[src/rtl/axi_bus_pkg.sv]
package axi_bus_pkg;

    // byte address and data word
    typedef logic [31:0] addr_t;
    typedef logic [31:0] data_t;

    // master to slave, read side
    typedef struct packed {
        addr_t araddr;
        logic  arvalid;
        logic  rready;
    } rd_req_t;

    // master to slave, write side
    typedef struct packed {
        addr_t awaddr;
        logic  awvalid;
        data_t wdata;
        logic  wvalid;
        logic  bready;
    } wr_req_t;

    // slave to master, read side
    typedef struct packed {
        logic  arready;
        logic  rvalid;
        data_t rdata;
    } rd_rsp_t;

    // slave to master, write side
    typedef struct packed {
        logic awready;
        logic wready;
        logic bvalid;
    } wr_rsp_t;

    typedef enum logic [1:0] {arb_idle, arb_ifu_read, arb_lsu_read} arb_state_t;

    // order matches the crossbar's slave port index
    typedef enum logic [1:0] {sel_sram, sel_uart, sel_clint, sel_none} slave_sel_t;

    localparam addr_t SRAM_BASE  = 32'h8000_0000;
    localparam addr_t UART_BASE  = 32'ha000_03f8;
    localparam addr_t CLINT_BASE = 32'ha000_0048;

endpackage

[src/rtl/clint_slave.sv]
`timescale 1ns/1ps

module clint_slave
    import axi_bus_pkg::*;
(
    input  logic    clk,
    input  logic    rst,
    input  rd_req_t rd,
    output rd_rsp_t rd_rsp,
    input  wr_req_t wr,
    output wr_rsp_t wr_rsp
);

    logic [63:0] mtime;
    data_t       rdata_q;
    logic        rd_pending;
    logic        wr_pending;
    logic        rd_accept;
    logic        wr_accept;

    assign rd_accept = rd.arvalid && !rd_pending;
    assign wr_accept = wr.awvalid && wr.wvalid && !wr_pending;

    assign rd_rsp.arready = rd_accept;
    assign rd_rsp.rvalid  = rd_pending;
    assign rd_rsp.rdata   = rdata_q;

    // mtime is read only, writes just get a response
    assign wr_rsp.awready = wr_accept;
    assign wr_rsp.wready  = wr_accept;
    assign wr_rsp.bvalid  = wr_pending;

    // bit 2 picks the high word at base+4
    always_ff @(posedge clk) begin
        if (rd_accept) begin
            rdata_q <= rd.araddr[2] ? mtime[63:32] : mtime[31:0];
        end
    end

    always_ff @(posedge clk) begin
        if (rst) begin
            mtime      <= 64'd0;
            rd_pending <= 1'b0;
            wr_pending <= 1'b0;
        end else begin
            mtime <= mtime + 64'd1;
            if (rd_accept) begin
                rd_pending <= 1'b1;
            end else if (rd.rready) begin
                rd_pending <= 1'b0;
            end
            if (wr_accept) begin
                wr_pending <= 1'b1;
            end else if (wr.bready) begin
                wr_pending <= 1'b0;
            end
        end
    end

endmodule

[config.mk]
export PLATFORM = sky130hd
export DESIGN_NAME = clint_slave
export DESIGN_NICKNAME = d
export VERILOG_FILES = /design/src/rtl/axi_bus_pkg.sv /design/src/rtl/clint_slave.sv
export SDC_FILE = /design/constraint.sdc
export NUM_CORES = 1
export LEC_CHECK = 0
export ABC_AREA = 1
export ABC_CLOCK_PERIOD_IN_PS = 5600
export BUFFER_PORTS_ARGS = -buffer_cell sky130_fd_sc_hd__buf_2
export CAP_MARGIN = 30
export CORE_UTILIZATION = 55
export CTS_CLUSTER_DIAMETER = 30
export CTS_CLUSTER_SIZE = 28
export DETAILED_ROUTE_END_ITERATION = 8
export PLACE_DENSITY = 0.83
export SETUP_SLACK_MARGIN = 0.05
export SLEW_MARGIN = 15
export SYNTH_ARGS = -nofsm -noshare
export SYNTH_HDL_FRONTEND = slang
export SYNTH_SLANG_ARGS = --single-unit
[constraint.sdc]
create_clock -name clk -period 5.6 [get_ports clk]
set_input_delay 0.28 -clock clk [delete_from_list [all_inputs] [get_ports clk]]
set_output_delay 0.28 -clock clk [all_outputs]
set_load 0.05 [all_outputs]
==> metrics.yaml <==
ys_seq_area_frac: 0.433
timing.rr.end: "mtime[42]"
drtIter0Drc: 268
grt_setup_unrepaired: "false"
portBuffers: 44
cts_resized: 0
max-slew-margin-rel: 0.614
ant_nets: 0
clk_path_buf_depth: 2
hp-class: "primary input to flip-flop"
startpoint_type: "flip-flop"
antenna_found_initial: 0
total_power_mw: 1.37
clk_latency_ns: 0.38
vias: 4997
clock_sinks: 98
min-delay-start: "rd[0]"
initial_core_util: 0.568
grt.overflow.total: 0
drt_wl_total_mm: 14.6
dp_worst_setup_slack_ns: 3.76
cts_setup_buffers: 0
ys.warnings.count: 0
ios: 140
regToRegSetupSlack_ns: 3.70
final.setup_skew_ns: 0.00950
num_antenna_cells: 0
nets: 920
syn_area_um2: 5280
ys_ff_latch: 98
track_usage: 0.306
clk_pin_slew_worst_paths_ns: 0.09
gp_congestion: 0.969
setup_viol: 0
cts_buffers: 9
slew_viol_final: 0
power.density_nw_per_um2: 235
num_rows: 35
n_fill_cell: 903
r2r_start: "mtime[1]"
worstMarginPinSlew_ns: 0.577
placed_cell_area_um2: 5590
final_cell_area_um2: 5830
syn2layout_area_growth_pct: 10.6
outcome: "completed"
vdd_drop_max_mv: 0.162
drv_cap: 0
synthFlopType: "dfxtp_1"
max_freq_mhz: 463
cts_tree: "done"
fp.dieW_um: 99.9
cts_root_buf: "clkbuf_8"
finalWorstSetupSlack_ns: 3.44
grt_max_degree: 62
chipHeight_um: 99.9
synth_edf_count: 32
core_um2: 9280
routedWlPerCell_um: 15.4
htreeDepth: 3
drc: 0
period_needed_ns: 2.16
die-area_um2: 9990
cp_max_fo: 20
postCtsHoldBufs: 0
vias_per_cell: 5.26
hold_viol_final: 0
synth_fp_nets: 881
drive_gt1_frac: 0.128
synthCells: 777
avgSynthCellArea_um2: 6.79
yosysUniqueCellTypes: 29
period_share: 0.386
setup_tns_ns: 0
min_path_cells: 3
grt_pass1_wl_mm: 22.8
grt_pass1_vias: 4589
reg2regPathDepth: 9
layout.cells.non_filler: 950
worstSetupPathType: "flip-flop to primary output"
cellLeakagePower_nw: 2.34
worstPathArrival_ns: 1.88
hpwlAfterDp_mm: 11.4
dp_cells: 933
synth_async_sr_flop_share: 0
hold_end: "rd_pending"
first_pass_iters: 7
required_ns: 5.32
cp-end-kind: "primary output"
[state kept, by name, indices dropped and copies added (netlist names)]
name        count
mtime          64
rd_pending      1
rdata_q        32
wr_pending      1
[cell usage in the layout, fill, tap and decap left out, types with 2 or more instances in the layout]
master / synthesis / routed
nand2_2: 9 / 9
inv_1: 100 / 100
bufinv_16: 0 / 2
nor2_8: 2 / 2
nor3_1: 6 / 6
buf_2: 1 / 44
clkbuf_1: 12 / 2
mux2_2: 3 / 3
nand2_1: 221 / 221
inv_6: 0 / 2
clkbuf_8: 0 / 9
a21oi_1: 38 / 38
o21bai_1: 2 / 2
nand4_1: 14 / 14
nor2_4: 6 / 7
dfxtp_1: 66 / 66
edfxtp_1: 32 / 32
nand2_4: 5 / 5
nand3_1: 24 / 24
nor2_1: 155 / 154
buf_4: 5 / 2
nor2_2: 10 / 10
o21ai_0: 53 / 53
inv_2: 5 / 5
[power breakdown]
group | switching (mW) | internal, mW
sequential | 0.00602 | 0.747
combinational | 0.0853 | 0.0218
clock | 0.255 | 0.255
[metal layers]
metal	vias up	wire length (um)	part of all wire	GRT usage
met5	-	0	0	0
met4	0	512	0.035	0.152
met3	33	1050	0.072	0.0481
met2	186	6730	0.46	0.499
met1	2279	6310	0.43	0.397
li1	2499	-	-	-
[cell usage after synthesis, types with 6 or more instances]
cell type	n	area, um2
dfxtp_1	66	1320
nand3_1	24	120
nor2_4	6	67.6
o21ai_0	53	265
nor2_1	155	582
nand2_1	221	830
nor3_1	6	30.0
clkbuf_1	12	45.0
nand2_2	9	56.3
nor2_2	10	62.6
inv_1	100	375
nand4_1	14	87.6
a21oi_1	38	190
edfxtp_1	32	961
[worst max-delay path, stage by stage, from the launching register on]
cell,delay (ns)
dfxtp_1,0.35
nor2_4,0.48
buf_4,0.35
buf_2,0.31
[how the worst max path moves through the flow]
| stage | to | startpoint |
|---|---|---|
| after detailed placement | rd_rsp[33] | rd[1] |
| after global routing | rd_rsp[33] | rd_pending |
| after CTS | rd_rsp[33] | rd_pending |
| final | rd_rsp[33] | rd_pending |
| after floorplan | rd_rsp[33] | rd_pending |
| after global placement | rd_rsp[33] | rd[1] |
[kinds of logic (layout without fill, tap and decap cells)]
group / Yosys count / after routing / synth area share
buffers and inverters: 124 / 168 / 0.0920
multiplexers: 3 / 3 / 0.00640
flip-flops: 98 / 98 / 0.433
AO/OA/AOI/OAI: 96 / 96 / 0.0939
adder cells (fa/ha/maj): 1 / 1 / 0.00237
AND/OR/NAND/NOR: 455 / 455 / 0.373
[stage by stage]
step / hold slack (ns) / utilization
6_report: 0.203 / 0.628
5_1_grt: 0.224 / 0.628
4_1_cts: 0.194 / 0.625
3_5_place_dp: 0.474 / 0.602
3_3_place_gp: 0.439 / 0.602
2_1_floorplan: 0.430 / -
[area by class of cell]
cell class / instances / area [um2] / area share
multi-input cells: 555 / 2510 / 0.431
flip-flops and latches: 98 / 2280 / 0.391
inverters: 105 / 394 / 0.0676
repair buffers: 47 / 263 / 0.0451
well taps: 129 / 161 / 0.0277
clock buffers: 11 / 131 / 0.0225
clock inverters: 5 / 85.1 / 0.0146
Power figures use the tool's default switching activity.
