[src/rtl/axi_bus_pkg.sv]
package axi_bus_pkg;

    // byte address and data word
    typedef logic [31:0] addr_t;
    typedef logic [31:0] data_t;

    // master to slave, read side
    typedef struct packed {
        addr_t araddr;
        logic  arvalid;
        logic  rready;
    } rd_req_t;

    // master to slave, write side
    typedef struct packed {
        addr_t awaddr;
        logic  awvalid;
        data_t wdata;
        logic  wvalid;
        logic  bready;
    } wr_req_t;

    // slave to master, read side
    typedef struct packed {
        logic  arready;
        logic  rvalid;
        data_t rdata;
    } rd_rsp_t;

    // slave to master, write side
    typedef struct packed {
        logic awready;
        logic wready;
        logic bvalid;
    } wr_rsp_t;

    typedef enum logic [1:0] {arb_idle, arb_ifu_read, arb_lsu_read} arb_state_t;

    // order matches the crossbar's slave port index
    typedef enum logic [1:0] {sel_sram, sel_uart, sel_clint, sel_none} slave_sel_t;

    localparam addr_t SRAM_BASE  = 32'h8000_0000;
    localparam addr_t UART_BASE  = 32'ha000_03f8;
    localparam addr_t CLINT_BASE = 32'ha000_0048;

endpackage

[src/rtl/bus_arbiter.sv]
`timescale 1ns/1ps

module bus_arbiter
    import axi_bus_pkg::*;
(
    input  logic    clk,
    input  logic    rst,

    // instruction fetch, read only
    input  rd_req_t ifu_rd,
    output rd_rsp_t ifu_rsp,

    // load/store unit
    input  rd_req_t lsu_rd,
    output rd_rsp_t lsu_rsp,
    input  wr_req_t lsu_wr,
    output wr_rsp_t lsu_wr_rsp,

    // toward the crossbar
    output rd_req_t bus_rd,
    input  rd_rsp_t bus_rd_rsp,
    output wr_req_t bus_wr,
    input  wr_rsp_t bus_wr_rsp
);

    arb_state_t state;
    arb_state_t state_next;

    always_ff @(posedge clk) begin
        if (rst) begin
            state <= arb_idle;
        end else begin
            state <= state_next;
        end
    end

    // ifu has priority when both ask in the same cycle
    always_comb begin
        state_next = state;
        case (state)
            arb_idle: begin
                if (ifu_rd.arvalid) begin
                    state_next = arb_ifu_read;
                end else if (lsu_rd.arvalid) begin
                    state_next = arb_lsu_read;
                end
            end
            arb_ifu_read: begin
                if (bus_rd_rsp.rvalid && ifu_rd.rready) begin
                    state_next = arb_idle;
                end
            end
            arb_lsu_read: begin
                if (bus_rd_rsp.rvalid && lsu_rd.rready) begin
                    state_next = arb_idle;
                end
            end
            default: state_next = arb_idle;
        endcase
    end

    // granted master sees the bus, the other one sees zeros
    always_comb begin
        bus_rd  = '0;
        ifu_rsp = '0;
        lsu_rsp = '0;
        case (state)
            arb_ifu_read: begin
                bus_rd  = ifu_rd;
                ifu_rsp = bus_rd_rsp;
            end
            arb_lsu_read: begin
                bus_rd  = lsu_rd;
                lsu_rsp = bus_rd_rsp;
            end
            default: begin
                bus_rd = '0;
            end
        endcase
    end

    // only the lsu writes
    assign bus_wr     = lsu_wr;
    assign lsu_wr_rsp = bus_wr_rsp;

endmodule

[config.mk]
export PLATFORM = sky130hd
export DESIGN_NAME = bus_arbiter
export DESIGN_NICKNAME = d
export VERILOG_FILES = /design/src/rtl/axi_bus_pkg.sv /design/src/rtl/bus_arbiter.sv
export SDC_FILE = /design/constraint.sdc
export NUM_CORES = 1
export LEC_CHECK = 0
export BUFFER_PORTS_ARGS = -buffer_cell sky130_fd_sc_hd__buf_4
export CAP_MARGIN = 0
export CORE_AREA = 2 2 134 136
export DETAILED_ROUTE_END_ITERATION = 16
export DIE_AREA = 0 0 136 138
export GPL_TIMING_DRIVEN = 0
export SYNTH_ARGS = -nofsm -noshare
export SYNTH_HDL_FRONTEND = slang
export SYNTH_SLANG_ARGS = --single-unit
export TNS_END_PERCENT = 10
[constraint.sdc]
create_clock -name clk -period 2.1 [get_ports clk]
set_input_delay 0.42 -clock clk [delete_from_list [all_inputs] [get_ports clk]]
set_output_delay 0.42 -clock clk [all_outputs]
set_load 0.005 [all_outputs]
==> impl_metrics.yaml, run 1 <==
run_status:
  outcome: "finished, final reports clean"
yosys:
  leading_area_contributor_after_synthesis: "buf_4"
  yosys.area.top_type_share_pct: 31.4
  synthesis.nets: 420
  synth-edff-count: 0
  synthesis.yosys.warnings: 0
  post-synth-top-count-cell: "buf_4"
  synth_async_sr_flop_share_pct: 0
  synthFlopType: "dfxtp_1"
  syn-mean-instance-area_um2: 6.98
  synthDistinctLibCells: 17
  postSynthRegisterBits: 2
  post_synth_instance_area_mm2: 0.00170
  seq_area_frac_synth_pct: 2.36
  post_synth_main_area_contributors: "buf_4 31%, and2_1 25%, a22oi_1 15%"
  postSynthCellCount: 243
  post_synth_most_frequent_cells: "71 x buf_4, 68 x and2_1, 35 x nor2b_1"
drt:
  routedWlPerCell_um: 13.4
  post-route-drc-count: 0
  detailedRoute.firstIterationViolations: 77
  antenna_violating_nets_post_route: 0
  detail_route.wirelength_mm: 10.0
  detail_route.vias_per_cell: 3.49
  vias: 2621
  drt-pass1-iter-count: 4
clocking:
  h_tree_lvl_count: 1
  clock_path_buffers: 2
  ctsRootBufferMaster: "clkbuf_16"
  cts-buffers-inserted: 3
  cts_tree: "yes"
  clock_latency_ns: 0.22
  numClockSinks: 2
  path_clk_slew_ns: 0.03
global_route:
  grt_first_pass_wirelength_mm: 13.6
  grt_overflow_total: 0
  antenna_found_initial: 0
  grt_pass1_vias: 2454
  groute.usage.overall_pct: 9.37
  grt_start_max_net_pins: 11
layout:
  registers.top_by_ff_count: "state"
  layout-area-overhead-vs-synth_pct: 147
  reg.largest.list: "state (2)"
  finalNetCount: 700
  post_layout_nonfiller_instances: 750
  drive_above_1_share_pct: 71.4
  largest_reg_flops: 2
  final.fill_count: 1958
  layout.core_utilization_pct: 23.9
  insertedDiodeCount: 0
setup_path:
  end_kind: "output port"
  timing.reg2reg.setup_slack_ns: 0.61
  worst-endpoint-arrival_ns: 1.66
  worstSetupPathType: "flip-flop to output port"
  critical_path.reg2reg.startpoint: "state[1]"
  critical_path_peak_fanout: 10
  cp.required_ns: 1.68
  critical_path.reg2reg.endpoint: "state[0]"
  worst_setup_path_start_kind: "flip-flop"
  timing.reg2reg.worst_path_depth: 6
floorplan:
  die-area_mm2: 0.0188
  core-area_mm2: 0.0175
  initial_util_pct: 9.67
  die_width_um: 136
  rows: 49
  fp.dieH_um: 138
  top_level_ports: 346
timing:
  slew-limit-headroom_pct: 78.2
  final-setup-viol-count: 0
  worstMarginPinSlew_ns: 0.327
  clock_skew_ns: 0.000982
  report.final.hold_viol_count: 0
  finalCritPeriodShare_pct: 98.9
  fmax_mhz: 482
  slew_violations: 0
  rsz0062_at_grt: "yes"
  period_needed_ns: 2.08
min_path:
  worstHoldStart: "rst"
  hold_end: "state[0]"
  hold-path-cell-count: 2
  worst_hold_path_type: "primary input to flip-flop"
placement:
  dpl.cell_count: 747
  place.gp.congestion: 0.765
  post-dp-hpwl_mm: 8.69
  io_buffers: 275
pwr:
  powerDensity_mw_per_mm2: 374
  finalPower_mw: 1.57
  vdd.ir_drop.worst_uv: 176
  cellLeakagePower_nw: 2.20
job:
  drv_cap: 0
[kinds of logic after synthesis]
logic type / synth area share, %
AND/OR/NAND/NOR: 38.7
adder cells (fa/ha/maj): 2.21
buffers and inverters: 38.4
flip-flops: 2.36
AO/OA/AOI/OAI: 18.2
[what timing repair did]
| item | CTS | global route |
|---|---|---|
| gates resized for setup | 9 | 17 |
| hold endpoints to repair | 0 | 0 |
| setup endpoints to repair | 31 | 46 |
| hold buffers | 0 | 0 |
| buffers inserted | 0 | 0 |
[cells in the final DEF (no fill, tap or decap), types with 2 or more instances in the layout]
| cell type | count |
|---|---|
| buf_4 | 347 |
| and2_1 | 68 |
| nor2b_1 | 35 |
| a22oi_1 | 30 |
| clkbuf_4 | 5 |
| buf_6 | 4 |
| a22oi_2 | 4 |
| clkbuf_2 | 4 |
| inv_1 | 3 |
| clkbuf_16 | 3 |
| clkbuf_1 | 2 |
| nand2_1 | 2 |
| ha_1 | 2 |
| dfxtp_1 | 2 |
[how the worst max path moves through the flow]
| stage | slack (ns) | depth (start not counted) | start | endpoint |
|---|---|---|---|---|
| finish | 0.02 | 7 | state[1] | bus_rd[25] |
| detailed placement | -0.15 | 5 | state[1] | bus_rd[0] |
| floorplan | 0.59 | 4 | state[1] | bus_rd[0] |
| CTS | -0.004 | 5 | state[1] | bus_rd[8] |
| global route | -0.04 | 7 | state[1] | bus_rd[18] |
| global placement | -0.16 | 5 | state[1] | bus_rd[31] |
[metrics by stage]
stage                     setup TNS (ns)  hold slack [ns]  worst slack (ns)  cell area, um^2
after floorplan                        0            0.510             0.593             1700
after global placement             -1.54            0.544            -0.163             4050
after detailed placement           -1.43            0.549            -0.153             4050
after CTS                       -0.00351            0.425          -0.00351             4140
after global routing              -0.203            0.448           -0.0445             4190
final                                  0            0.424            0.0234             4190
[power breakdown]
part / internal [mW] / leakage (nW) / switching (mW)
clock: 0.242 / 0.0370 / 0.0448
sequential: 0.0445 / 0.0165 / 0.00442
combinational: 0.737 / 2.15 / 0.492
[worst max-delay path, cell delays in order (launching register included)]
cell	delay (ns)
dfxtp_1	0.31
inv_1	0.12
ha_1	0.18
buf_6	0.14
buf_4	0.22
a22oi_1	0.10
nor2b_1	0.20
buf_4	0.15
[layer usage]
| layer | track usage [%] | part of all wire, % | up-vias |
|---|---|---|---|
| li1 | - | - | 1280 |
| met4 | 1.48 | 0.56 | 0 |
| met5 | 0 | 0 | - |
| met3 | 1.36 | 11 | 5 |
| met1 | 10.0 | 35 | 1154 |
| met2 | 19.1 | 54 | 182 |
[cell type report]
type	count	area [um^2]	share of cell area [%]
inverters	4	15.0	0.359
repair buffers	275	2060	49.3
multi-input cells	148	1040	24.7
plain buffers	89	669	16.0
clock buffers	3	75.1	1.79
well taps	229	287	6.84
flip-flops and latches	2	40.0	0.956
No activity file was read; power rests on OpenSTA's default activity.
==> inputs of run 2 (changes only) <==
CORE_AREA = 2 2 136 138   (was 2 2 134 136)
DIE_AREA = 0 0 138 140   (was 0 0 136 138)
clock period = 2.2 ns   (was 2.1 ns; I/O delays follow)
==> impl_metrics.yaml, run 2 (synthesis results as in run 1) <==
run_status:
  outcome: "finished, final reports clean"
setup_path:
  timing.reg2reg.worst_path_depth: 6
  worst-endpoint-arrival_ns: 1.66
  path_depth: 7
  timing.critical_path.max_delay_family: "buffers and inverters"
  critical_path_peak_fanout: 10
  crit_buf_inv: 4
  end_kind: "output port"
  crit_path_cell_trace: "inv_1 -> ha_1 -> buf_6 -> buf_2 -> a22oi_1 -> nor2b_1 -> buf_4"
  cp.required_ns: 1.76
  critPathMaxStageDelay_ns: 0.32
  critical_path.slowest_cell: "dfxtp_1"
  worstSetupPathType: "flip-flop to output port"
  worst_setup_path_start_kind: "flip-flop"
clocking:
  numClockSinks: 2
  cts-buffers-inserted: 3
  cts_tree: "yes"
  clock_latency_ns: 0.22
  path_clk_slew_ns: 0.03
  h_tree_lvl_count: 1
  clock_path_buffers: 2
  ctsRootBufferMaster: "clkbuf_16"
layout:
  mostFrequentLayoutCells: "346 x buf_4, 68 x and2_1, 34 x a22oi_1, 34 x nor2b_1, 6 x clkbuf_1"
  largest_reg_flops: 2
  commonest_non_fill_non_tap_cell_in_the_layout: "buf_4"
  layout.core_utilization_pct: 23.3
  insertedDiodeCount: 0
  registers.top_by_ff_count: "state"
  reg.largest.list: "state (2)"
  finalNetCount: 700
  drive_above_1_share_pct: 69.9
  layout-area-overhead-vs-synth_pct: 144
drt:
  routedWlPerCell_um: 13.9
  detail_route.wirelength_mm: 10.4
  drt-pass1-iter-count: 4
  antenna_violating_nets_post_route: 0
  post-route-drc-count: 0
  detail_route.vias_per_cell: 3.48
  detailedRoute.firstIterationViolations: 55
  vias: 2610
floorplan:
  die_width_um: 138
  fp.dieH_um: 140
  rows: 49
  core-area_mm2: 0.0178
  die-area_mm2: 0.0193
  top_level_ports: 346
  initial_util_pct: 9.54
pwr:
  powerDensity_mw_per_mm2: 355
  vdd.ir_drop.worst_uv: 149
  cellLeakagePower_nw: 2.19
  finalPower_mw: 1.47
timing:
  worstMarginPinSlew_ns: 0.379
  fin_worst_hold_slack_ns: 0.450
  rsz0062_at_grt: "yes"
  slew_violations: 0
  period_needed_ns: 2.10
  fmax_mhz: 477
  report.final.hold_viol_count: 0
  clock_skew_ns: 0.000550
  finalCritPeriodShare_pct: 95.4
  slew-limit-headroom_pct: 74.7
  final-setup-viol-count: 0
min_path:
  worst_hold_path_type: "primary input to flip-flop"
  hold-path-cell-count: 2
global_route:
  groute.usage.overall_pct: 9.50
  grt_overflow_total: 0
  grt_first_pass_wirelength_mm: 14.3
  antenna_found_initial: 0
  grt_pass1_vias: 2503
  grt_start_max_net_pins: 11
placement:
  io_buffers: 275
  place.gp.congestion: 0.741
  post-dp-hpwl_mm: 8.97
job:
  drv_cap: 0
==> run 2: metal layers <==
| layer | wire length [um] | up-vias | global-route usage, % |
|---|---|---|---|
| met1 | 3950 | 1145 | 11.1 |
| met2 | 5490 | 180 | 18.2 |
| met3 | 910 | 4 | 1.71 |
| met5 | 0 | - | 0 |
| li1 | - | 1281 | - |
| met4 | 64 | 0 | 1.77 |
==> run 2: report_power, final <==
group | total [mW] | switching [mW] | internal [mW] | leakage (nW)
clock network | 0.271 | 0.0398 | 0.231 | 0.0370
logic | 1.16 | 0.472 | 0.684 | 2.13
registers | 0.0459 | 0.00337 | 0.0425 | 0.0165
total | 1.47 | 0.515 | 0.957 | 2.19
==> run 2: metrics by stage <==
step / std cells / instance area, um^2 / worst slack (ns) / setup TNS (ns)
2_1_floorplan: 243 / 1700 / 0.673 / 0
3_3_place_gp: 747 / 4050 / -0.208 / -0.707
3_5_place_dp: 747 / 4050 / -0.200 / -0.771
4_1_cts: 750 / 4140 / -0.0146 / -0.0146
5_1_grt: 750 / 4140 / -0.0118 / -0.0118
6_report: 750 / 4140 / 0.102 / 0
==> run 2: what timing repair did <==
item	CTS	global route
hold endpoints to repair	0	0
pin swaps	0	0
resized for setup	6	4
gates cloned	0	0
hold buffers	0	0
buffers inserted	0	0
setup endpoints to repair	30	10
==> run 2: worst reg2reg max path: cells and delay by family (launching register included) <==
kind,cells,cell delay [ns]
fa+ha+maj,1,0.21
buf+inv,3,0.39
flops,1,0.32
compound gates,2,0.43
==> run 2: worst paths after layout <==
kind | slack (ns) | end | from
min | 0.45 | state[0] | rst
min reg2reg | 0.54 | state[1] | state[1]
max | 0.10 | bus_rd[18] | state[0]
max reg2reg | 0.74 | state[0] | state[0]
==> run 2: area by class of cell <==
cell class	count	area, um^2
inverter	4	15.0
sequential	2	40.0
fill	2011	13600
multi-input combinational	148	1010
buffer	89	654
clock buffer	3	75.1
tap	229	287
timing repair buffer	275	2060
==> inputs of run 3 (changes only) <==
PLACE_DENSITY = 0.39   (was not set)
==> impl_metrics.yaml, run 3 (synthesis results as in run 1) <==
setup_path:
  setup.worst_path.start: "state[1]"
  critical_path_peak_fanout: 10
  worstSetupPathType: "flip-flop to output port"
  critPathMaxStageDelay_ns: 0.34
  crit_path_cell_trace: "inv_1 -> ha_1 -> buf_6 -> buf_4 -> a22oi_1 -> nor2b_1 -> buf_4"
  timing.reg2reg.setup_slack_ns: 0.70
  worst-endpoint-arrival_ns: 1.61
  timing.critical_path.max_delay_family: "buffers and inverters"
  critical_path.slowest_cell: "dfxtp_1"
  worst_setup_path_start_kind: "flip-flop"
  cp.required_ns: 1.76
  crit_buf_inv: 4
  critical_path.reg2reg.startpoint: "state[0]"
  end_kind: "output port"
  critical_path.most_common_cell: "buf_4"
global_route:
  groute.usage.overall_pct: 9.16
  grt_overflow_total: 0
  grt_start_max_net_pins: 11
  antenna_found_initial: 0
  grt_first_pass_wirelength_mm: 14.1
  grt_pass1_vias: 2572
floorplan:
  rows: 49
  fp.dieH_um: 140
  initial_util_pct: 9.54
  die_width_um: 138
  top_level_ports: 346
  die-area_mm2: 0.0193
  core-area_mm2: 0.0178
drt:
  post-route-drc-count: 0
  detail_route.wirelength_mm: 9.93
  antenna_violating_nets_post_route: 0
  drt-pass1-iter-count: 4
  detailedRoute.firstIterationViolations: 62
  routedWlPerCell_um: 13.2
  detail_route.vias_per_cell: 3.49
  vias: 2621
layout:
  drive_above_1_share_pct: 69.7
  largest_reg_flops: 2
  mostFrequentLayoutCells: "346 x buf_4, 68 x and2_1, 35 x nor2b_1"
  finalNetCount: 700
  layout.core_utilization_pct: 23.2
  ff_latch_area_um2: 40.0
  reg.largest.list: "state (2)"
  multi_input_comb_area_mm2: 0.00101
  final.fill_count: 2034
  layout-area-overhead-vs-synth_pct: 144
  commonest_non_fill_non_tap_cell_in_the_layout: "buf_4"
  registers.top_by_ff_count: "state"
  insertedDiodeCount: 0
min_path:
  worstHoldStart: "rst"
  worst_hold_path_type: "primary input to flip-flop"
clocking:
  cts.repair.resized: 3
  h_tree_lvl_count: 1
  clock_latency_ns: 0.22
  cts-buffers-inserted: 3
  numClockSinks: 2
  path_clk_slew_ns: 0.03
  ctsRootBufferMaster: "clkbuf_16"
  cts_tree: "yes"
  clock_path_buffers: 2
  holdBufCountCts: 0
  post_cts.repair.setup_buffers: 0
placement:
  io_buffers: 275
  post-dp-hpwl_mm: 8.78
  place.gp.congestion: 0.791
run_status:
  outcome: "finished, final reports clean"
pwr:
  cellLeakagePower_nw: 2.18
  vdd.ir_drop.worst_uv: 175
  powerDensity_mw_per_mm2: 345
timing:
  slew_violations: 0
  slew-limit-headroom_pct: 74.7
  period_needed_ns: 2.05
  totalNegativeSetupSlack_ns: 0
  report.final.hold_viol_count: 0
  fmax_mhz: 487
  clock_skew_ns: 0.00128
  final-setup-viol-count: 0
  finalCritPeriodShare_pct: 93.3
  worstMarginPinSlew_ns: 0.380
  rsz0062_at_grt: "no"
job:
  drv_cap: 0
## run 3: cell types whose count changed in the layout (fill, tap and decap cells not counted), sizes merged
cell	previous run	this run
buf	354	355
clkbuf	13	12
## run 3: cell type report
class                      instances  area share, %
tap                              229           6.93
sequential                         2          0.969
clock buffer                       3           1.82
buffer                            89           15.6
multi-input combinational        148           24.3
inverter                           4          0.363
timing repair buffer             275           50.0
## run 3: path summary, 6_finish.rpt
kind / cells after the start / end
setup / recovery: 7 / bus_rd[21]
hold / removal: 2 / state[0]
setup reg to reg: 6 / state[0]
hold reg to reg: 1 / state[1]
## run 3: worst register-to-register path: cells and delay by family (launching register included)
family,cells,cell delay (ns)
buffers and inverters,3,0.38
AOI/OAI and AO/OA,2,0.46
adders and majority gates,1,0.21
DFF,1,0.33
## run 3: layer usage
metal  vias to the layer above  global-route usage (%)  part of all wire (%)
met2                       196                    18.6                    56
li1                       1282                       -                     -
met5                         -                       0                     0
met1                      1137                    9.17                    34
met3                         6                    2.29                   9.6
met4                         0                    2.36                   1.2
## run 3: per-stage QoR
stage               power (mW)  instances  setup slack (ns)  hold WS, ns  instance area, um^2
detailed placement        1.18        747            0.0873        0.544                 4050
CTS                       1.46        750           0.00224        0.448                 4130
finish                    1.43        750             0.148        0.448                 4130
global placement          1.17        747             0.148        0.537                 4050
global route              1.55        750           0.00642        0.468                 4130
floorplan                0.556        243             0.673        0.510                 1700
## run 3: power breakdown
| group | leakage [nW] | switching, mW | internal (mW) |
|---|---|---|---|
| combinational | 2.13 | 0.436 | 0.673 |
| sequential | 0.0165 | 0.00372 | 0.0425 |
| clock | 0.0370 | 0.0407 | 0.231 |
