### src/rtl/axi_bus_pkg.sv
package axi_bus_pkg;

    // byte address and data word
    typedef logic [31:0] addr_t;
    typedef logic [31:0] data_t;

    // master to slave, read side
    typedef struct packed {
        addr_t araddr;
        logic  arvalid;
        logic  rready;
    } rd_req_t;

    // master to slave, write side
    typedef struct packed {
        addr_t awaddr;
        logic  awvalid;
        data_t wdata;
        logic  wvalid;
        logic  bready;
    } wr_req_t;

    // slave to master, read side
    typedef struct packed {
        logic  arready;
        logic  rvalid;
        data_t rdata;
    } rd_rsp_t;

    // slave to master, write side
    typedef struct packed {
        logic awready;
        logic wready;
        logic bvalid;
    } wr_rsp_t;

    typedef enum logic [1:0] {arb_idle, arb_ifu_read, arb_lsu_read} arb_state_t;

    // order matches the crossbar's slave port index
    typedef enum logic [1:0] {sel_sram, sel_uart, sel_clint, sel_none} slave_sel_t;

    localparam addr_t SRAM_BASE  = 32'h8000_0000;
    localparam addr_t UART_BASE  = 32'ha000_03f8;
    localparam addr_t CLINT_BASE = 32'ha000_0048;

endpackage

### src/rtl/uart_slave.sv
`timescale 1ns/1ps

module uart_slave
    import axi_bus_pkg::*;
(
    input  logic       clk,
    input  logic       rst,
    input  rd_req_t    rd,
    output rd_rsp_t    rd_rsp,
    input  wr_req_t    wr,
    output wr_rsp_t    wr_rsp,
    output logic       tx_valid,
    output logic [7:0] tx_data
);

    logic rd_pending;
    logic wr_pending;
    logic rd_accept;
    logic wr_accept;

    assign rd_accept = rd.arvalid && !rd_pending;
    assign wr_accept = wr.awvalid && wr.wvalid && !wr_pending;

    // single register, the address is not decoded further
    assign rd_rsp.arready = rd_accept;
    assign rd_rsp.rvalid  = rd_pending;
    assign rd_rsp.rdata   = {24'd0, tx_data};

    assign wr_rsp.awready = wr_accept;
    assign wr_rsp.wready  = wr_accept;
    assign wr_rsp.bvalid  = wr_pending;

    // held byte doubles as the read-back value
    always_ff @(posedge clk) begin
        if (wr_accept) begin
            tx_data <= wr.wdata[7:0];
        end
    end

    always_ff @(posedge clk) begin
        if (rst) begin
            tx_valid   <= 1'b0;
            rd_pending <= 1'b0;
            wr_pending <= 1'b0;
        end else begin
            tx_valid <= wr_accept;
            if (rd_accept) begin
                rd_pending <= 1'b1;
            end else if (rd.rready) begin
                rd_pending <= 1'b0;
            end
            if (wr_accept) begin
                wr_pending <= 1'b1;
            end else if (wr.bready) begin
                wr_pending <= 1'b0;
            end
        end
    end

endmodule

### config.mk
export PLATFORM = sky130hd
export DESIGN_NAME = uart_slave
export DESIGN_NICKNAME = d
export VERILOG_FILES = /design/src/rtl/axi_bus_pkg.sv /design/src/rtl/uart_slave.sv
export SDC_FILE = /design/constraint.sdc
export NUM_CORES = 1
export LEC_CHECK = 0
export ABC_AREA = 1
export ABC_CLOCK_PERIOD_IN_PS = 1600
export BUFFER_PORTS_ARGS = -buffer_cell sky130_fd_sc_hd__buf_4
export CAP_MARGIN = 20
export CORE_ASPECT_RATIO = 0.5
export CORE_MARGIN = 2
export CORE_UTILIZATION = 24
export DETAILED_ROUTE_END_ITERATION = 8
export GPL_TIMING_DRIVEN = 0
export PLACE_DENSITY_LB_ADDON = 0.1
export SYNTH_ARGS = -nofsm -noshare
export SYNTH_HDL_FRONTEND = slang
export SYNTH_SLANG_ARGS = --single-unit
### constraint.sdc
create_clock -name clk -period 1.6 [get_ports clk]
set_input_delay 0.08 -clock clk [delete_from_list [all_inputs] [get_ports clk]]
set_output_delay 0.08 -clock clk [all_outputs]
set_load 0.01 [all_outputs]
==> results of run 1 <==
[placed cells by master, fill, tap and decap left out, drive strengths merged]
cell type / n
buf: 73
conb: 24
edfxtp: 8
nand2: 5
inv: 5
clkbuf: 4
dfxtp: 3
nor2: 1
a21oi: 1
nand3b: 1
[critical path: cells and delay by family, from the launching register on]
family / cells / cell delay [ns]
buf+inv: 2 / 0.30
simple gates: 1 / 0.43
flops: 1 / 0.33
[metal layers]
layer / global-route usage [%] / wire [µm] / up-vias
met5: 0 / 0 / -
met4: 5.45 / 0 / 0
met3: 4.28 / 163 / 0
met2: 13.2 / 593 / 34
met1: 6.39 / 357 / 191
li1: - / - / 255
[worst max-delay path by stage]
stage / endpoint / startpoint / cells past startpoint
finish: wr_rsp[1] / wr_pending / 3
global route: wr_rsp[1] / wr_pending / 3
CTS: wr_rsp[1] / wr_pending / 3
detailed placement: wr_rsp[2] / wr_pending / 3
global placement: wr_rsp[1] / wr_pending / 3
floorplan: tx_data[0] / wr_pending / 1
[stage by stage]
stage / worst slack [ns] / util [%] / total power, mW
after floorplan: 0.616 / - / 0.450
after global placement: 0.459 / 40.8 / 0.517
after detailed placement: 0.450 / 40.8 / 0.518
after CTS: 0.197 / 42.5 / 0.796
after global routing: 0.122 / 42.5 / 0.836
final: 0.232 / 42.5 / 0.782
[final cells by class]
cell class | instances | area [µm²]
Buffer | 37 | 278
Clock buffer | 4 | 45.0
Fill cell | 258 | 1470
Inverter | 5 | 18.8
Multi-Input combinational cell | 32 | 128
Sequential cell | 11 | 300
Tap cell | 37 | 46.3
Timing Repair Buffer | 36 | 270
[synth_stat cells]
master / instances
nor2_2: 1
nand2_1: 5
dfxtp_1: 3
conb_1: 1
inv_1: 5
edfxtp_1: 8
buf_4: 37
a21oi_1: 1
nand3b_1: 1
[registers in the layout, indices dropped and copies added, names as in the netlist]
| register | cells |
|---|---|
| tx_data | 8 |
| rd_pending | 1 |
| tx_valid | 1 |
| wr_pending | 1 |
[power by group]
part | switching, mW | internal, mW | total, mW
Clock | 0.0944 | 0.174 | 0.268
Sequential | 0.00728 | 0.322 | 0.330
Combinational | 0.0730 | 0.111 | 0.184
Total | 0.175 | 0.607 | 0.782
[cells by family after synthesis]
family	count (synthesis)	synth area share, %
compound gates	1	0.784
buf+inv	42	46.5
other cells	1	0.588
flops	11	47.1
simple gates	7	5.10
==> metrics.md, run 1 <==
| Metric | Value |
|---|---|
| Maximum vdd ir drop | approximately 260 µV |
| Final setup TNS | 0 ns |
| First-pass GRT wire length | between 1500 and 2000 µm |
| Power per cell area | between 700 and 800 nW/µm² |
| Worst hold path depth | 2 |
| Synthesized flop and latch total | 11 |
| Row cnt | 13 |
| WP data required | 1.52 ns |
| Worst r2r dst | tx_data[3] |
| Initial antenna violation count | 0 |
| Max Cap Viol | 0 |
| Max-slew violations | 0 |
| Largest net degree at the start of global routing | 12 |
| Remaining Overflow, GRT | 0 |
| Worst-path cell chain | nor2_2 > buf_4 > buf_4 |
| Max Root-Sink Buffers | 2 |
| Synthesized area | 638 µm² |
| IO Count | about 150 |
| Drt total wl | roughly 1100 µm |
| Cell depth of the worst flop-to-flop path | 1 |
| Num CTS Buffers | 3 |
| Post-DRT Antenna Nets | 0 |
| Arrival @ worst endpoint | between 1 and 1.5 ns |
| Starting DRT DRC Count | 12 |
| Cell taking the most area after synthesis | buf_4 |
| RSZ-0062 raised after global routing | no |
| Placed cells | 158 |
| Die Footprint | 3110 µm² |
| Die Y | between 40 and 50 µm |
| Vias in the first global route | 372 |
| Setup violations, final | 0 |
| CTS Root Cell | clkbuf_8 |
| Period utilisation layout | 85.5% |
| Avg Inst Size Synth | 10.3 µm² |
| Worst Hold Class | in2reg |
| Synthesis-to-finish area growth | 70.2% |
| DPL Wire Length | around 1000 µm |
| DR pass1 iterations | 4 |
| Final std cell area, no fill | 1090 µm² |
| Clock latency on the worst-skew pair | 0.23 ns |
| CTS tree | yes |
| Synth top area share | between 40 and 50% |
| Synth area leaders | buf_4 (44%), edfxtp_1 (38%), dfxtp_1 (9.4%) |
| Initial Util | between 20% and 30% |
| Hold Buf Count CTS | 0 |
| Largest stage delay on the critical path | 0.43 ns |
| H-tree depth | 1 |
| Clock period minus worst slack | roughly 1.4 ns |
| R2r startpoint | wr_pending |
| Die extent in x | just under 80 µm |
| N_diodes | 0 |
| Status | finished clean |
| Most frequent cell on the critical path | buf_4 |
| Cells after Synth | 62 |
| Post-route insts no fill | around 160 |
| Leakage power total | between 0.6 and 0.7 nW |
| Synthesis Warnings | 0 |
| Critical Path Fanout Max | 11 |
| Hold EP | rd_pending |
| WL/cell | ~6.9 µm |
| Worst rel slew slack | 66.0% |
| Total clock sinks | 11 |
| Residual DRC count | 0 |
| Layout cell share with drive strength beyond 1 | approximately 60% |
| Port bufs | 36 |
| Hold path startpoint | rst |
| GR Util All Layers | under 10% |
| Register area share after synthesis | a little under half |
| Core Area | about 2600 µm² |
| Vias per cell | just under 3 |
| Final Hold Fails | 0 |
| Worst-path clk slew | ~0.050 ns |
| GP Congestion | 0.692 |
| Post_cts resized | 0 |
| Placement Cell Area | roughly 1000 µm² |
| DR vias | 480 |
| Worst Max-Slew Pin Slew | 0.510 ns |
| Critical path class | reg2out |
| Setup bufs post-CTS | 0 |
| Achievable Freq | 731 MHz |
| Critical-path top delay cell | nor2_2 |
| Reg2Reg Setup Slack | 0.48 ns |
| Final hold slack | about 0.011 ns |
| NumNets Final | between 200 and 250 |
| Yosys cell types | 9 |
| Worst setup EP type | output port |
| Final clock skew | about 0.002 ns |
| Crit path launch type | flip-flop |
(Power assumes the default switching activity.)
==> inputs of run 2 (changes only) <==
Settings changed: REMOVE_ABC_BUFFERS set to 1.
==> metrics.md, run 2 (synthesis gave the netlist of run 1 again) <==
| Metric | Value |
|---|---|
| Worst path top cell family by delay | simple AND/OR/NAND/NOR gates (unchanged) |
| GR Util All Layers | 5.12% (was 7.20%) |
| DP Worst Slack | 0.463 ns (was 0.450 ns) |
| R2r startpoint | wr_pending (unchanged) |
| Placement Cell Area | 763 µm² (was 1040 µm²) |
| Critical Path Fanout Max | 11 (unchanged) |
| Vias per cell | 3.07 (was 2.96) |
| Remaining Overflow, GRT | 0 (unchanged) |
| Clock latency on the worst-skew pair | 0.23 ns (about the same) |
| RSZ-0062 raised after global routing | no (unchanged) |
| Final setup TNS | 0 ns (unchanged) |
| Die Y | 40.5 µm (unchanged) |
| Max Root-Sink Buffers | 2 (unchanged) |
| Achievable Freq | 774 MHz (was 731 MHz) |
| Worst setup EP type | output port (unchanged) |
| Worst rel slew slack | 65.4% (was 66.0%) |
| H-tree depth | 1 (unchanged) |
| CTS tree | yes (unchanged) |
| Worst path bufs/invs | 1 (was 2) |
| Initial antenna violation count | 0 (unchanged) |
| Num CTS Buffers | 3 (unchanged) |
| Die Footprint | 3110 µm² (unchanged) |
| Crit path launch type | flip-flop (unchanged) |
| Crit path depth | 2 (was 3) |
| Initial Util | 25.0% (unchanged) |
| First-pass GRT wire length | 1170 µm (was 1600 µm) |
| Final std cell area, no fill | 818 µm² (was 1090 µm²) |
| Reg2Reg Setup Slack | 0.47 ns (was 0.48 ns) |
| Residual DRC count | 0 (unchanged) |
| Layout cell share with drive strength beyond 1 | 44.9% (was 61.6%) |
| Port bufs | 36 (unchanged) |
| Largest register by flop count | tx_data (unchanged) |
| Row cnt | 13 (unchanged) |
| Critical-path top delay cell | nor2_2 (unchanged) |
| Worst-path cell chain | nor2_2 > buf_4 (was nor2_2 > buf_4 > buf_4) |
| Total power | 0.713 mW (was 0.782 mW) |
| IO Count | 149 (unchanged) |
| Worst hold path depth | 1 (was 2) |
| Max reg flops | 8 (unchanged) |
| Final clock skew | 0.00141 ns (was 0.00199 ns) |
| DR pass1 iterations | 4 (unchanged) |
| Status | finished clean (unchanged) |
| N_diodes | 0 (unchanged) |
| Starting DRT DRC Count | 10 (was 12) |
| Critical path class | reg2out (unchanged) |
| Worst r2r dst | tx_data[3] (unchanged) |
| WL/cell | 7.99 µm (was 6.88 µm) |
| Drt total wl | 1010 µm (was 1110 µm) |
| Leakage power total | 0.428 nW (was 0.619 nW) |
| Worst Max-Slew Pin Slew | 0.518 ns (was 0.510 ns) |
| GP Congestion | 0.614 (was 0.692) |
| Period utilisation layout | 80.8% (was 85.5%) |
| Final Hold Fails | 0 (unchanged) |
| NumNets Final | 193 (was 229) |
| Cell depth of the worst flop-to-flop path | 1 (unchanged) |
| Largest stage delay on the critical path | 0.43 ns (about the same) |
| Most frequent cells in the layout | buf_4 (36), conb_1 (24), edfxtp_1 (8) (was buf_4 (73), conb_1 (24), edfxtp_1 (8)) |
| Largest net degree at the start of global routing | 12 (unchanged) |
| Worst-path clk slew | 0.05 ns (about the same) |
| Arrival @ worst endpoint | 1.21 ns (was 1.29 ns) |
| Maximum vdd ir drop | 295 µV (was 257 µV) |
| WP data required | 1.52 ns (about the same) |
| Hold Buf Count CTS | 0 (unchanged) |
| Post-DRT Antenna Nets | 0 (unchanged) |
| Max Cap Viol | 0 (unchanged) |
| Die extent in x | 76.9 µm (unchanged) |
| Total clock sinks | 11 (unchanged) |
| Worst setup path end | wr_rsp[1] (unchanged) |
| Final hold slack | 0.0251 ns (was 0.0109 ns) |
| DR vias | 387 (was 480) |
| Post_cts resized | 0 (unchanged) |
| Core Area | 2550 µm² (unchanged) |
| Power per cell area | 871 nW/µm² (was 720 nW/µm²) |
| Clock period minus worst slack | 1.29 ns (was 1.37 ns) |
| Commonest non-fill, non-tap cell in the layout | buf_4 (unchanged) |
| Worst Hold Class | in2reg (unchanged) |
| Max-slew violations | 0 (unchanged) |
| Synthesis-to-finish area growth | 28.2% (was 70.2%) |
| Worst Slack Setup Final | 0.308 ns (was 0.232 ns) |
| Setup violations, final | 0 (unchanged) |
| CTS Root Cell | clkbuf_8 (unchanged) |
| CP startpoint | wr_pending (unchanged) |
| Setup bufs post-CTS | 0 (unchanged) |
| Vias in the first global route | 281 (was 372) |
[run 2: cell types whose count changed in the layout (fill, tap and decap cells not counted), sizes merged]
cell         before  now
buf              73   36
dlygate4sd3       0    1
[run 2: worst min path at each step]
| stage | start | endpoint | slack (ns) |
|---|---|---|---|
| finish | wr[4] | tx_data[2] | 0.03 |
| global route | wr[4] | tx_data[2] | 0.009 |
| CTS | rst | rd_pending | 0.003 |
| detailed placement | rst | rd_pending | 0.25 |
| global placement | rst | rd_pending | 0.25 |
| floorplan | rst | rd_pending | 0.15 |
[run 2: area by class of cell]
cell class | count | area [µm²]
fillers | 264 | 1740
flip-flops and latches | 11 | 300
repair buffers | 37 | 280
multi-input cells | 32 | 128
well taps | 37 | 46.3
clock buffers | 4 | 45.0
inverters | 5 | 18.8
[run 2: layer usage]
| metal | GRT usage [%] | vias to the layer above | wire length (µm) |
|---|---|---|---|
| met5 | 0 | - | 0 |
| met3 | 2.03 | 0 | 121 |
| met1 | 3.98 | 172 | 273 |
| met2 | 11.8 | 33 | 612 |
| met4 | 2.73 | 0 | 0 |
| li1 | - | 182 | - |
[run 2: power breakdown]
group | internal (mW) | switching, mW
Clock | 0.174 | 0.0898
Sequential | 0.322 | 0.00717
Combinational | 0.0565 | 0.0632
Total | 0.552 | 0.160
[run 2: metrics by stage]
step / utilization [%] / std cells
finish: 32.0 / 126
global route: 32.0 / 126
CTS: 31.7 / 125
detailed placement: 29.9 / 121
global placement: 29.9 / 121
floorplan: - / 48
==> inputs of run 3 (changes only) <==
Settings changed: ABC_AREA 1 to 0, ABC_CLOCK_PERIOD_IN_PS 1600 to 1250, CORE_UTILIZATION 24 to 22.
Clock period 1.6 ns to 1.25 ns, I/O delays scaled along.
==> metrics.md, run 3 <==
| Metric | Value |
|---|---|
| Final clock skew | 0.000976 ns (was 0.00141 ns) |
| WL/cell | 8.44 µm (was 7.99 µm) |
| Largest family of logic cells by synthesized area | buffers and inverters (unchanged) |
| Reg2Reg Setup Slack | 0.18 ns (was 0.47 ns) |
| N_diodes | 0 (unchanged) |
| Leakage power total | 0.451 nW (was 0.428 nW) |
| Max Cap Viol | 0 (unchanged) |
| Placed cells | 116 (was 121) |
| Final Hold Fails | 0 (unchanged) |
| Clock latency on the worst-skew pair | 0.23 ns (about the same) |
| CTS Root Cell | clkbuf_8 (unchanged) |
| Post-DRT Antenna Nets | 0 (unchanged) |
| RSZ-0062 raised after global routing | no (unchanged) |
| Synthesized flop and latch total | 11 (unchanged) |
| Arrival @ worst endpoint | 1.04 ns (was 1.21 ns) |
| Worst path top cell family by delay | flip-flops (was simple AND/OR/NAND/NOR gates) |
| Die extent in x | 80.5 µm (was 76.9 µm) |
| Max reg flops | 8 (unchanged) |
| Vias per cell | 3.18 (was 3.07) |
| Residual DRC count | 0 (unchanged) |
| Cell taking the most area after synthesis | buf_4 (unchanged) |
| Num CTS Buffers | 3 (unchanged) |
| Critical Path Fanout Max | 4 (was 11) |
| First-pass GRT wire length | 1750 µm (was 1170 µm) |
| Total clock sinks | 11 (unchanged) |
| Synth Area in Compound Gates | 2.52% (was 0.784%) |
| Synth top area share | 43.1% (was 43.5%) |
| Worst Hold Class | in2reg (unchanged) |
| Synthesis Warnings | 0 (unchanged) |
| IO Count | 149 (unchanged) |
| Die Footprint | 3400 µm² (was 3110 µm²) |
| Total power | 0.952 mW (was 0.713 mW) |
| Max Root-Sink Buffers | 2 (unchanged) |
| Setup violations, final | 0 (unchanged) |
| Port bufs | 36 (unchanged) |
| Synthesis-to-finish area growth | 43.3% (was 28.2%) |
| Max-slew violations | 0 (unchanged) |
| Most frequent cells in the layout | buf_4 (38), conb_1 (24), dlygate4sd3_1 (9) (was buf_4 (36), conb_1 (24), edfxtp_1 (8)) |
| DR vias | 416 (was 387) |
| Status | finished clean (unchanged) |
| Register area share after synthesis | 46.6% (was 47.1%) |
| Crit path launch type | flip-flop (unchanged) |
| GR Util All Layers | 7.01% (was 5.12%) |
| GP Congestion | 0.653 (was 0.614) |
| Mux contribution to synthesized area | 0% (unchanged) |
| Commonest non-fill, non-tap cell in the layout | buf_4 (unchanged) |
| DR pass1 iterations | 3 (was 4) |
| Core Area | 2680 µm² (was 2550 µm²) |
| Worst setup EP type | output port (unchanged) |
| EDFF count, synth | 8 (unchanged) |
| Achievable Freq | 910 MHz |
| Count leader, synth | buf_4 (unchanged) |
| Power per cell area | 1030 nW/µm² (was 871 nW/µm²) |
| Dominant synthesized flop cell | edfxtp_1 (unchanged) |
| Initial Util | 24.0% (was 25.0%) |
| NumNets Final | 198 (was 193) |
| Clock period minus worst slack | approximately 1.1 ns |
| Largest net degree at the start of global routing | 8 (was 12) |
| Remaining Overflow, GRT | 0 (unchanged) |
| Row cnt | 13 (unchanged) |
| Drt total wl | 1110 µm (was 1010 µm) |
| Worst-path cell chain | nand3b_4 > clkinvlp_4 > buf_4 (was nor2_2 > buf_4) |
| Cells after Synth | 57 (was 62) |
| Async set-reset flop share out of synthesis | 0% (unchanged) |
| Maximum vdd ir drop | 474 µV (was 295 µV) |
| Layout cell share with drive strength beyond 1 | 47.9% (was 44.9%) |
| Post-route insts no fill | 131 (was 126) |
| Worst-path clk slew | 0.05 ns (about the same) |
| Largest register by flop count | tx_data (unchanged) |
| Critical-path top delay cell | dfxtp_1 (was nor2_2) |
| Synth area leaders | buf_4 (43%), edfxtp_1 (37%), dfxtp_1 (9.3%) (was buf_4 (44%), edfxtp_1 (38%), dfxtp_1 (9.4%)) |
| Synth Area in XOR/XNOR | 0% (unchanged) |
| Die Y | 42.3 µm (was 40.5 µm) |
| Initial antenna violation count | 0 (unchanged) |
| Final setup TNS | 0 ns (unchanged) |
| H-tree depth | 1 (unchanged) |
| Vias in the first global route | 373 (was 281) |
| Period utilisation layout | ~90% |
| CTS tree | yes (unchanged) |
| Avg Inst Size Synth | 11.3 µm² (was 10.3 µm²) |
| Adder-Cell Fraction of Synth Area | 0% (unchanged) |
| Yosys cell types | 11 (was 9) |
| Synth Area in Simple Gates | 6.60% (was 5.10%) |
| Worst path bufs/invs | 2 (was 1) |
| Synthesized area | 644 µm² (was 638 µm²) |
| WP data required | 1.19 ns (was 1.52 ns) |
| Starting DRT DRC Count | 1 (was 10) |
| Commonest cells post-synth | buf_4 (37), edfxtp_1 (8), dfxtp_1 (3) (was buf_4 (37), edfxtp_1 (8), inv_1 (5), nand2_1 (5), dfxtp_1 (3)) |
| Critical path class | reg2out (unchanged) |
| Largest stage delay on the critical path | 0.36 ns (was 0.43 ns) |
==> run 3: report_power, final <==
part	internal (mW)	switching, mW	total [mW]
Clock	0.223	0.122	0.345
Combinational	0.0977	0.0874	0.185
Sequential	0.412	0.00932	0.422
==> run 3: cell families after synthesis <==
logic type / Yosys count
buffers and inverters: 38
flip-flops: 11
AND/OR/NAND/NOR: 5
AO/OA/AOI/OAI: 2
other: 1
==> run 3: final timing paths <==
path / cells past startpoint / endpoint / from
worst max-delay path: 3 / wr_rsp[1] / wr_pending
worst min-delay path: 1 / tx_data[5] / wr[7]
worst max register to register: 3 / tx_data[4] / wr_pending
worst min register to register: 1 / rd_pending / rd_pending
==> run 3: area by class of cell <==
| class | count | area (µm²) |
|---|---|---|
| Timing Repair Buffer | 47 | 375 |
| Clock buffer | 4 | 45.0 |
| Inverter | 1 | 7.51 |
| Fill cell | 281 | 1760 |
| Multi-Input combinational cell | 31 | 149 |
| Sequential cell | 11 | 300 |
| Tap cell | 37 | 46.3 |
==> run 3: stage by stage <==
step	hold slack, ns	setup slack, ns	area [µm²]	util [%]
3_3_place_gp	0.241	0.145	769	28.7
3_5_place_dp	0.242	0.107	769	28.7
4_1_cts	0.00114	0.140	903	33.7
2_1_floorplan	0.125	0.0998	453	-
5_1_grt	0.00592	0.0646	923	34.4
6_report	0.0104	0.151	923	34.4
==> run 3: what timing repair did <==
item,4_1_cts,5_1_grt
hold buffers,7,2
hold endpoints to repair,7,2
endpoints found under the setup margin,2,0
buffers inserted,2,0
resized for setup,1,0
==> run 3: layer usage <==
metal  wire (µm)  share of wire, %  GRT usage (%)
met2         636                58           13.5
met1         330                30           6.14
met4          19               1.7           4.07
met5           0                 0              0
met3         118                11           2.80
